$ cat config.mk
export PLATFORM = sky130hd
export DESIGN_NAME = pinmux_top
export DESIGN_NICKNAME = d
export VERILOG_FILES = /design/src/hw/pinmux_pkg.sv /design/src/hw/pad_drive_sel.sv /design/src/hw/pad_in_route.sv /design/src/hw/pinmux_top.sv
export SDC_FILE = /design/constraint.sdc
export NUM_CORES = 1
export LEC_CHECK = 0
export BUFFER_PORTS_ARGS = -buffer_cell sky130_fd_sc_hd__buf_2
export CORE_AREA = 5 5 108 110
export DETAILED_ROUTE_END_ITERATION = 6
export DIE_AREA = 0 0 113 115
export SETUP_SLACK_MARGIN = 0.2
export SLEW_MARGIN = 20
export SYNTH_ARGS = -nofsm -noshare
export SYNTH_HDL_FRONTEND = slang
export SYNTH_SLANG_ARGS = --single-unit
$ cat constraint.sdc
create_clock -name mclk_i -period 2.2 [get_ports mclk_i]
set_clock_uncertainty 0.15 [all_clocks]
set_input_delay 0.55 -clock mclk_i [delete_from_list [all_inputs] [get_ports mclk_i]]
set_output_delay 0.55 -clock mclk_i [all_outputs]
set_load 0.03 [all_outputs]
$ cat src/hw/pinmux_pkg.sv
// Shared widths, pad numbers and config field positions for the pin multiplexer.
// Pad numbering follows the 28-pad package. Pads above 27 do not exist here.
// Field positions refer to the 32-bit multi-function word. Bits 31:15 are reserved.
`default_nettype none

package pinmux_pkg;

  //////////////////////////////////////////////////////////////////////
  // Widths and vector types
  //////////////////////////////////////////////////////////////////////
  localparam int NUM_PADS = 28;
  typedef logic [NUM_PADS-1:0] pad_vec_t;

  // Ports A, B, C, D packed as bytes 0 to 3
  localparam int GPIO_W   = 32;
  typedef logic [GPIO_W-1:0] gpio_t;

  localparam int NUM_PWM  = 6;
  typedef logic [NUM_PWM-1:0] pwm_t;

  localparam int NUM_WS   = 4;
  typedef logic [NUM_WS-1:0] ws_t;

  localparam int NUM_UART = 2;
  typedef logic [NUM_UART-1:0] uart_t;

  localparam int NUM_INT  = 2;
  typedef logic [NUM_INT-1:0] intr_t;

  localparam int NUM_CS   = 4;
  typedef logic [NUM_CS-1:0] cs_t;

  localparam int STRAP_W  = 8;
  typedef logic [STRAP_W-1:0] strap_t;

  // Multi-function word field positions
  localparam int FN_PWM_LSB  = 0;
  localparam int FN_INT_LSB  = 6;
  localparam int FN_UART_LSB = 8;
  localparam int FN_SPIM_BIT = 10;
  localparam int FN_CS_LSB   = 11;

  // Pads shared by the input and drive halves
  localparam int PAD_STRAP_LSB = 13;
  localparam int PAD_UART0_RX  = 6;
  localparam int PAD_UART1_RX  = 8;
  localparam int PAD_INT1      = 9;
  localparam int PAD_SPIM_MOSI = 19;

  // GPIO bit behind each pad, index is the pad number
  // A5..A7 and C7 have no pad
  localparam int unsigned PAD_GPIO_BIT [NUM_PADS] = '{
    0, 1, 2, 3, 4,                          // A0..A4
    22, 24, 25, 26, 27, 28,                 // C6, D0..D4
    14, 15,                                 // B6, B7
    29, 30, 31,                             // D5..D7
    8, 9, 10, 11, 12, 13,                   // B0..B5
    16, 17, 18, 19, 20, 21                  // C0..C5
  };

endpackage

`default_nettype wire

$ cat src/hw/pad_drive_sel.sv
// Drive half of the pin multiplexer, purely combinational.
// pad_oen_o is active low. A pad not driven outputs 0.
// Priority per pad: strap control, peripherals, WS281x type, GPIO direction.
`timescale 1ns/1ps
`default_nettype none

module pad_drive_sel (
  input  logic                  cfg_strap_pad_ctrl_i,
  input  pinmux_pkg::gpio_t     cfg_gpio_dir_sel_i,
  input  pinmux_pkg::gpio_t     cfg_gpio_out_type_i,
  input  pinmux_pkg::pwm_t      pwm_enb_i,
  input  pinmux_pkg::intr_t     int_enb_i,
  input  pinmux_pkg::uart_t     uart_enb_i,
  input  logic                  spim_enb_i,
  input  pinmux_pkg::cs_t       cs_enb_i,
  input  pinmux_pkg::gpio_t     pad_gpio_out_i,
  input  pinmux_pkg::pwm_t      pwm_wfm_i,
  input  pinmux_pkg::ws_t       ws_txd_i,
  input  pinmux_pkg::uart_t     uart_txd_i,
  input  logic                  spim_sck_i,
  input  logic                  spim_miso_i,
  input  pinmux_pkg::cs_t       spim_ssn_i,
  output pinmux_pkg::pad_vec_t  pad_out_o,
  output pinmux_pkg::pad_vec_t  pad_oen_o
);

  import pinmux_pkg::*;

  // Output-only pads, not seen by the input half
  localparam int PAD_UART0_TX  = 7;
  localparam int PAD_UART1_TX  = 10;
  localparam int PAD_PWM1_CS3  = 13;
  localparam int PAD_PWM2_CS2  = 14;
  localparam int PAD_PWM3_CS1  = 17;
  localparam int PAD_PWM4_CS0  = 18;
  localparam int PAD_SPIM_MISO = 20;
  localparam int PAD_SPIM_SCK  = 21;

  // WS281x lines span pads 5 to 20, four consecutive pads per line
  localparam int WS_PAD_LSB    = 5;
  localparam int WS_PAD_MSB    = 20;
  localparam int WS_PAD_GROUP  = 4;

  // {out, oen} for a pad turned around to input
  localparam logic [1:0] PAD_AS_INPUT = 2'b01;

  ////////////////////////////////////////////////////////////////////
  // Pad selection
  ////////////////////////////////////////////////////////////////////
  // Steps run from lowest to highest priority, last write wins
  always_comb begin
    // GPIO direction, input with 0 when clear
    for (int p = 0; p < NUM_PADS; p++) begin
      pad_out_o[p] = cfg_gpio_dir_sel_i[PAD_GPIO_BIT[p]] & pad_gpio_out_i[PAD_GPIO_BIT[p]];
      pad_oen_o[p] = ~cfg_gpio_dir_sel_i[PAD_GPIO_BIT[p]];
    end

    // WS281x type bit beats direction
    for (int p = WS_PAD_LSB; p <= WS_PAD_MSB; p++) begin
      if (cfg_gpio_out_type_i[PAD_GPIO_BIT[p]]) begin
        pad_out_o[p] = ws_txd_i[(p - WS_PAD_LSB) / WS_PAD_GROUP];
        pad_oen_o[p] = 1'b0;
      end
    end

    // Pad 6, UART0 receive
    if (uart_enb_i[0]) begin
      {pad_out_o[PAD_UART0_RX], pad_oen_o[PAD_UART0_RX]} = PAD_AS_INPUT;
    end

    // Pad 7, UART0 transmit
    if (uart_enb_i[0]) begin
      {pad_out_o[PAD_UART0_TX], pad_oen_o[PAD_UART0_TX]} = {uart_txd_i[0], 1'b0};
    end

    // Pad 8, UART1 receive or INT0
    if (uart_enb_i[1] || int_enb_i[0]) begin
      {pad_out_o[PAD_UART1_RX], pad_oen_o[PAD_UART1_RX]} = PAD_AS_INPUT;
    end

    // Pad 9, PWM0 ahead of INT1
    if (pwm_enb_i[0]) begin
      {pad_out_o[PAD_INT1], pad_oen_o[PAD_INT1]} = {pwm_wfm_i[0], 1'b0};
    end else if (int_enb_i[1]) begin
      {pad_out_o[PAD_INT1], pad_oen_o[PAD_INT1]} = PAD_AS_INPUT;
    end

    // Pad 10, UART1 transmit
    if (uart_enb_i[1]) begin
      {pad_out_o[PAD_UART1_TX], pad_oen_o[PAD_UART1_TX]} = {uart_txd_i[1], 1'b0};
    end

    // Pads 13, 14, 17, 18: PWM first, then chip select
    if (pwm_enb_i[1]) begin
      {pad_out_o[PAD_PWM1_CS3], pad_oen_o[PAD_PWM1_CS3]} = {pwm_wfm_i[1], 1'b0};
    end else if (cs_enb_i[3]) begin
      {pad_out_o[PAD_PWM1_CS3], pad_oen_o[PAD_PWM1_CS3]} = {spim_ssn_i[3], 1'b0};
    end

    if (pwm_enb_i[2]) begin
      {pad_out_o[PAD_PWM2_CS2], pad_oen_o[PAD_PWM2_CS2]} = {pwm_wfm_i[2], 1'b0};
    end else if (cs_enb_i[2]) begin
      {pad_out_o[PAD_PWM2_CS2], pad_oen_o[PAD_PWM2_CS2]} = {spim_ssn_i[2], 1'b0};
    end

    if (pwm_enb_i[3]) begin
      {pad_out_o[PAD_PWM3_CS1], pad_oen_o[PAD_PWM3_CS1]} = {pwm_wfm_i[3], 1'b0};
    end else if (cs_enb_i[1]) begin
      {pad_out_o[PAD_PWM3_CS1], pad_oen_o[PAD_PWM3_CS1]} = {spim_ssn_i[1], 1'b0};
    end

    if (pwm_enb_i[4]) begin
      {pad_out_o[PAD_PWM4_CS0], pad_oen_o[PAD_PWM4_CS0]} = {pwm_wfm_i[4], 1'b0};
    end else if (cs_enb_i[0]) begin
      {pad_out_o[PAD_PWM4_CS0], pad_oen_o[PAD_PWM4_CS0]} = {spim_ssn_i[0], 1'b0};
    end

    // Pad 19, SPI data in ahead of PWM5
    if (spim_enb_i) begin
      {pad_out_o[PAD_SPIM_MOSI], pad_oen_o[PAD_SPIM_MOSI]} = PAD_AS_INPUT;
    end else if (pwm_enb_i[5]) begin
      {pad_out_o[PAD_SPIM_MOSI], pad_oen_o[PAD_SPIM_MOSI]} = {pwm_wfm_i[5], 1'b0};
    end

    // Pads 20 and 21, SPI data out and clock
    if (spim_enb_i) begin
      {pad_out_o[PAD_SPIM_MISO], pad_oen_o[PAD_SPIM_MISO]} = {spim_miso_i, 1'b0};
      {pad_out_o[PAD_SPIM_SCK], pad_oen_o[PAD_SPIM_SCK]}   = {spim_sck_i, 1'b0};
    end

    // Strap control overrides everything on pads 13..20
    if (cfg_strap_pad_ctrl_i) begin
      pad_out_o[PAD_STRAP_LSB +: STRAP_W] = '0;
      pad_oen_o[PAD_STRAP_LSB +: STRAP_W] = '1;
    end
  end

endmodule

`default_nettype wire

$ cat src/hw/pad_in_route.sv
// Input half of the pin multiplexer. Every pad crosses a SYNC_STAGES flop chain
// into mclk_i, so pad_in_i may be fully asynchronous. SYNC_STAGES of 2 or 3.
// The chain resets to ones, which matches pulled-up idle pads.
// Strap value is captured while strap control is high and held afterwards.
`timescale 1ns/1ps
`default_nettype none

module pad_in_route #(
  parameter int SYNC_STAGES = 2
) (
  input  logic                  mclk_i,
  input  logic                  rst_n_i,
  input  pinmux_pkg::pad_vec_t  pad_in_i,
  input  logic                  cfg_strap_pad_ctrl_i,
  input  pinmux_pkg::uart_t     uart_enb_i,
  input  pinmux_pkg::intr_t     int_enb_i,
  input  logic                  spim_enb_i,
  output pinmux_pkg::gpio_t     pad_gpio_in_o,
  output pinmux_pkg::uart_t     uart_rxd_o,
  output pinmux_pkg::intr_t     ext_intr_o,
  output logic                  spim_mosi_o,
  output pinmux_pkg::strap_t    pad_strap_o
);

  import pinmux_pkg::*;

  // Flop chain, stage 0 samples the pads
  pad_vec_t sync_q [SYNC_STAGES];
  // Last stage, the only view of the pads used below
  pad_vec_t pad_sync;
  strap_t   strap_q;

  ////////////////////////////////////////////////////////////////////
  // Synchronizer
  ////////////////////////////////////////////////////////////////////
  always_ff @(posedge mclk_i or negedge rst_n_i) begin
    if (!rst_n_i) begin
      for (int s = 0; s < SYNC_STAGES; s++) begin
        sync_q[s] <= '1;
      end
    end else begin
      sync_q[0] <= pad_in_i;
      // Shift toward the last stage
      for (int s = 1; s < SYNC_STAGES; s++) begin
        sync_q[s] <= sync_q[s-1];
      end
    end
  end

  assign pad_sync = sync_q[SYNC_STAGES-1];

  ////////////////////////////////////////////////////////////////////
  // GPIO port mapping
  ////////////////////////////////////////////////////////////////////
  always_comb begin
    // Bits with no pad read 0
    pad_gpio_in_o = '0;
    for (int p = 0; p < NUM_PADS; p++) begin
      pad_gpio_in_o[PAD_GPIO_BIT[p]] = pad_sync[p];
    end
  end

  ////////////////////////////////////////////////////////////////////
  // Peripheral inputs
  ////////////////////////////////////////////////////////////////////

  // UART receive idles high when not routed
  assign uart_rxd_o[0] = uart_enb_i[0] ? pad_sync[PAD_UART0_RX] : 1'b1;
  assign uart_rxd_o[1] = uart_enb_i[1] ? pad_sync[PAD_UART1_RX] : 1'b1;

  // Pad 8 is shared, UART1 receive takes it first
  always_comb begin
    ext_intr_o = '0;
    if (int_enb_i[0] && !uart_enb_i[1]) begin
      ext_intr_o[0] = pad_sync[PAD_UART1_RX];
    end
    if (int_enb_i[1]) begin
      ext_intr_o[1] = pad_sync[PAD_INT1];
    end
  end

  // SPI master data in, low when the master is off
  assign spim_mosi_o = spim_enb_i ? pad_sync[PAD_SPIM_MOSI] : 1'b0;

  ////////////////////////////////////////////////////////////////////
  // Strap capture
  ////////////////////////////////////////////////////////////////////

  // Tracks straps pads one edge behind the synchronizer
  always_ff @(posedge mclk_i or negedge rst_n_i) begin
    if (!rst_n_i) begin
      strap_q <= '0;
    end else if (cfg_strap_pad_ctrl_i) begin
      strap_q <= pad_sync[PAD_STRAP_LSB +: STRAP_W];
    end
  end

  assign pad_strap_o = strap_q;

  // Whole input path, sync chain through routing and strap hold, stays known
  a_in_route_known : assert property (
    @(posedge mclk_i) disable iff (!rst_n_i)
    !$isunknown({pad_gpio_in_o, uart_rxd_o, ext_intr_o, spim_mosi_o, pad_strap_o})
  );

endmodule

`default_nettype wire

$ cat src/hw/pinmux_top.sv
// Pin multiplexer top. Input path latency is SYNC_STAGES mclk_i edges,
// drive path is combinational. pad_oen_o is active low.
// Multi-function word bits 31:15 are reserved and ignored.
`timescale 1ns/1ps
`default_nettype none

module pinmux_top #(
  parameter int SYNC_STAGES = 2
) (
  input  logic                  mclk_i,
  input  logic                  rst_n_i,
  input  pinmux_pkg::pad_vec_t  pad_in_i,
  output pinmux_pkg::pad_vec_t  pad_out_o,
  output pinmux_pkg::pad_vec_t  pad_oen_o,
  input  logic                  cfg_strap_pad_ctrl_i,
  input  pinmux_pkg::gpio_t     cfg_gpio_out_type_i,
  input  pinmux_pkg::gpio_t     cfg_gpio_dir_sel_i,
  input  logic [31:0]           cfg_multi_func_sel_i,
  output pinmux_pkg::pwm_t      cfg_pwm_enb_o,
  output pinmux_pkg::gpio_t     pad_gpio_in_o,
  input  pinmux_pkg::gpio_t     pad_gpio_out_i,
  input  pinmux_pkg::pwm_t      pwm_wfm_i,
  output pinmux_pkg::intr_t     ext_intr_o,
  input  pinmux_pkg::uart_t     uart_txd_i,
  output pinmux_pkg::uart_t     uart_rxd_o,
  input  logic                  spim_sck_i,
  input  pinmux_pkg::cs_t       spim_ssn_i,
  input  logic                  spim_miso_i,
  output logic                  spim_mosi_o,
  input  pinmux_pkg::ws_t       ws_txd_i,
  output pinmux_pkg::strap_t    pad_strap_o
);

  import pinmux_pkg::*;

  // Enables sliced from the multi-function word
  pwm_t  pwm_enb;
  intr_t int_enb;
  uart_t uart_enb;
  logic  spim_enb;
  cs_t   cs_enb;

  assign pwm_enb  = cfg_multi_func_sel_i[FN_PWM_LSB +: NUM_PWM];
  assign int_enb  = cfg_multi_func_sel_i[FN_INT_LSB +: NUM_INT];
  assign uart_enb = cfg_multi_func_sel_i[FN_UART_LSB +: NUM_UART];
  assign spim_enb = cfg_multi_func_sel_i[FN_SPIM_BIT];
  assign cs_enb   = cfg_multi_func_sel_i[FN_CS_LSB +: NUM_CS];

  // PWM block needs its own enables back
  assign cfg_pwm_enb_o = pwm_enb;

  pad_in_route #(
    .SYNC_STAGES          (SYNC_STAGES)
  ) u_in_route (
    .mclk_i               (mclk_i),
    .rst_n_i              (rst_n_i),
    .pad_in_i             (pad_in_i),
    .cfg_strap_pad_ctrl_i (cfg_strap_pad_ctrl_i),
    .uart_enb_i           (uart_enb),
    .int_enb_i            (int_enb),
    .spim_enb_i           (spim_enb),
    .pad_gpio_in_o        (pad_gpio_in_o),
    .uart_rxd_o           (uart_rxd_o),
    .ext_intr_o           (ext_intr_o),
    .spim_mosi_o          (spim_mosi_o),
    .pad_strap_o          (pad_strap_o)
  );

  pad_drive_sel u_drive_sel (
    .cfg_strap_pad_ctrl_i (cfg_strap_pad_ctrl_i),
    .cfg_gpio_dir_sel_i   (cfg_gpio_dir_sel_i),
    .cfg_gpio_out_type_i  (cfg_gpio_out_type_i),
    .pwm_enb_i            (pwm_enb),
    .int_enb_i            (int_enb),
    .uart_enb_i           (uart_enb),
    .spim_enb_i           (spim_enb),
    .cs_enb_i             (cs_enb),
    .pad_gpio_out_i       (pad_gpio_out_i),
    .pwm_wfm_i            (pwm_wfm_i),
    .ws_txd_i             (ws_txd_i),
    .uart_txd_i           (uart_txd_i),
    .spim_sck_i           (spim_sck_i),
    .spim_miso_i          (spim_miso_i),
    .spim_ssn_i           (spim_ssn_i),
    .pad_out_o            (pad_out_o),
    .pad_oen_o            (pad_oen_o)
  );

  ////////////////////////////////////////////////////////////////////
  // Drive checks
  ////////////////////////////////////////////////////////////////////
  // Strap capture in the input half relies on these pads floating
  a_strap_not_driven : assert property (
    @(posedge mclk_i) disable iff (!rst_n_i)
    cfg_strap_pad_ctrl_i |-> &pad_oen_o[PAD_STRAP_LSB +: STRAP_W]
  );

  // Undriven pads never carry a stale value
  a_idle_pad_low : assert property (
    @(posedge mclk_i) disable iff (!rst_n_i)
    (pad_out_o & pad_oen_o) == '0
  );

endmodule

`default_nettype wire

==> impl_results.md <==
* Wl on met1 at 2870 um
* Placed cell area at 0.00394 mm2
* Met2 WL at 4550 um
* Flop pwr share at 0.423
* Fillers at 1043
* CTS buffer count at 9
* DR vias at 2438
* CTS tree: yes
* ANT cells at 0
* VDD IR max at 0.669 mV
* Reg clk slew, reported paths at 0.07 ns
* Yosys cell types at 23
* Clock network fraction of total power at 0.351
* Yosys warns at 0
* Worst Setup Start Kind: input port
* Vias in the first global route at 2573
* CTS H-tree depth at 3
* Synth cell count leaders: dfstp_2, buf_4, inv_1, nand2_1, nor2_1
* Antenna viol nets, final at 0
* Mapped Area at 0.00269 mm2
* Core area at 0.0106 mm2
* Final Non-Filler Cells at 591
* RSZ-0062 raised after global routing: true
* Post-Place Cells at 573
* Residual DRC at 0
* Setup violators final at 0
* Data required time of the worst path at 1.50 ns
* Port Buffer Count at 238
* Yosys reg bits at 64
* Share of the synthesized area in the top cell type at 0.547
* Final hold vios at 0
* Worst r2r src: u_in_route.pad_strap_o[0]$_DFFE_PN0P_
* Setup crit start: cfg_gpio_out_type_i[29]
* Period utilization at 0.971
* Avg WL per Cell at 14.6 um
* Kind of critical path: input port to output pin
* Final Critical Period at 2.14 ns
* Hpwl dp at 7200 um
* Placer congestion estimate at 0.938
* Synth area leader: dfstp_2
* 1st-iter DRT viols at 70
* Die H at 115 um
* Initial Util at 0.254
* Sw frac at 0.285
* Logic pwr share at 0.226
* WHS at 0.0773 ns
* Syn avg cell area at 11.9 um2
* CTS root buf: clkbuf_8
* Total length of routed wires at 8610 um
* Synth area leaders: dfstp_2, buf_4, dfrtp_1
* Layout cell share with drive strength beyond 1 at 0.769
* Cell Pwr Density at 716 mW/mm2
* Initial antenna violation count at 0
* Number of max-cap violations at 0
* First-pass GRT wire length at 13000 um
* CTS Buffer Depth at 2
* CTS Sinks at 64
* Gate Count Post-Synth at 226
* Largest net degree at the start of global routing at 65
* Design Area, Final at 0.00432 mm2
* Largest fanout on the critical path at 3
* Area delta synth->final at 60.5%
* CP arrival at 1.44 ns
* Type of the most critical hold path: input port to asynchronous set/reset pin
* Sequential-to-total area share from yosys stat at 0.621
* Status: finished clean
* Total track usage at 0.127
* Count leader, synth: dfstp_2
* EDFF count, synth at 0
* Die area at 0.0130 mm2
* P_int at 0.00221 W
* Layout Nets at 623
* I/O pin count at 284
* Top FF cell, synth: dfstp_2
* Lkg Pwr at 2.20 nW
* Clk_lat worst skew at 0.33 ns
* Worst setup margin at 0.0637 ns
* Fmax at 468 MHz
* Post-Place Setup Slack at 0.0242 ns
* Core Rows at 38
* DR vias/cell at 4.13
* Top layer in use: met4
* Die width at 113 um
* Setup_tns at 0 ns
* Async set-reset flop share out of synthesis at 1.00
* Pre-Repair DR Iteration Count at 4
* Total grt overflow at 0
* Setup crit end kind: output pin
* WL met3 at 988 um
* Switching pwr at 0.000882 W
* Final max-slew violation count at 0
## sequential cells by signal, summed over array words and instances (netlist names)
name	cells
u_in_route.pad_strap_o	8
u_in_route.pad_sync	28
u_in_route.sync_q	28
## cells in the final DEF (no fill, tap or decap), types with 8 or more instances in the layout
| master | instances |
|---|---|
| and2_1 | 13 |
| buf_2 | 223 |
| buf_4 | 9 |
| buf_6 | 10 |
| clkbuf_8 | 10 |
| dfrtp_1 | 8 |
| dfstp_2 | 56 |
| inv_1 | 16 |
| mux2_2 | 8 |
| nand2_1 | 17 |
| nor2_1 | 11 |
## power groups by stage
stage / clock, W / combinational (W) / sequential [W]
detailed placement: 0 / 0.000669 / 0.00133
floorplan: 0 / 0.000377 / 0.00135
global placement: 0 / 0.000662 / 0.00132
finish: 0.00109 / 0.000699 / 0.00131
CTS: 0.00114 / 0.000700 / 0.00131
global route: 0.00119 / 0.000748 / 0.00132
## metrics by stage
stage                      util  power, W
after global placement    0.371   0.00198
after detailed placement  0.371   0.00200
after floorplan               -   0.00173
final                     0.407   0.00309
after global routing      0.407   0.00326
after CTS                 0.404   0.00315
## layer usage
metal  up-vias  GRT usage
li1       1144          -
met1      1132      0.124
met2       146      0.231
met3        16     0.0568
met4         0     0.0545
met5         -          0
## cell type report
class,count,area [um2],area share
clock buffers,11,141,0.0327
clock inverters,5,80.1,0.0185
inverters,17,67.6,0.0156
multi-input cells,109,833,0.193
flip-flops and latches,64,1670,0.387
well taps,140,175,0.0405
repair buffers,245,1350,0.313
## final timing paths
kind	to	depth (start not counted)	slack, ns
min in group mclk_i	u_in_route.sync_q[48]$_DFF_PN1_	1	0.17
setup reg to reg	u_in_route.pad_strap_o[0]$_DFFE_PN0P_	1	1.29
setup / recovery	pad_out_o[13]	5	0.06
max in group asynchronous	u_in_route.sync_q[34]$_DFF_PN1_	2	1.53
hold / removal	u_in_route.pad_strap_o[1]$_DFFE_PN0P_	2	0.08
hold reg to reg	u_in_route.pad_sync[6]$_DFF_PN1_	0	0.20
## critical path, cell delays in order
cell,delay (ns)
buf_2,0.11
nand3b_1,0.16
a221o_1,0.34
a21oi_4,0.13
buf_6,0.14
## kinds of logic after synthesis
family / count (synthesis) / synth area share
buffers and inverters: 56 / 0.132
DFF: 64 / 0.621
and+or+nand+nor: 58 / 0.110
AOI/OAI and AO/OA: 33 / 0.0790
muxes: 14 / 0.0563
other: 1 / 0.00139
## repair_timing
action                     4_1_cts  5_1_grt
setup buffers                    2        0
hold buffers                     0        0
gates resized for setup         28        7
pin swaps                        3        2
setup endpoints to repair       14        9
Note: power is estimated with default switching activity, not from simulation.
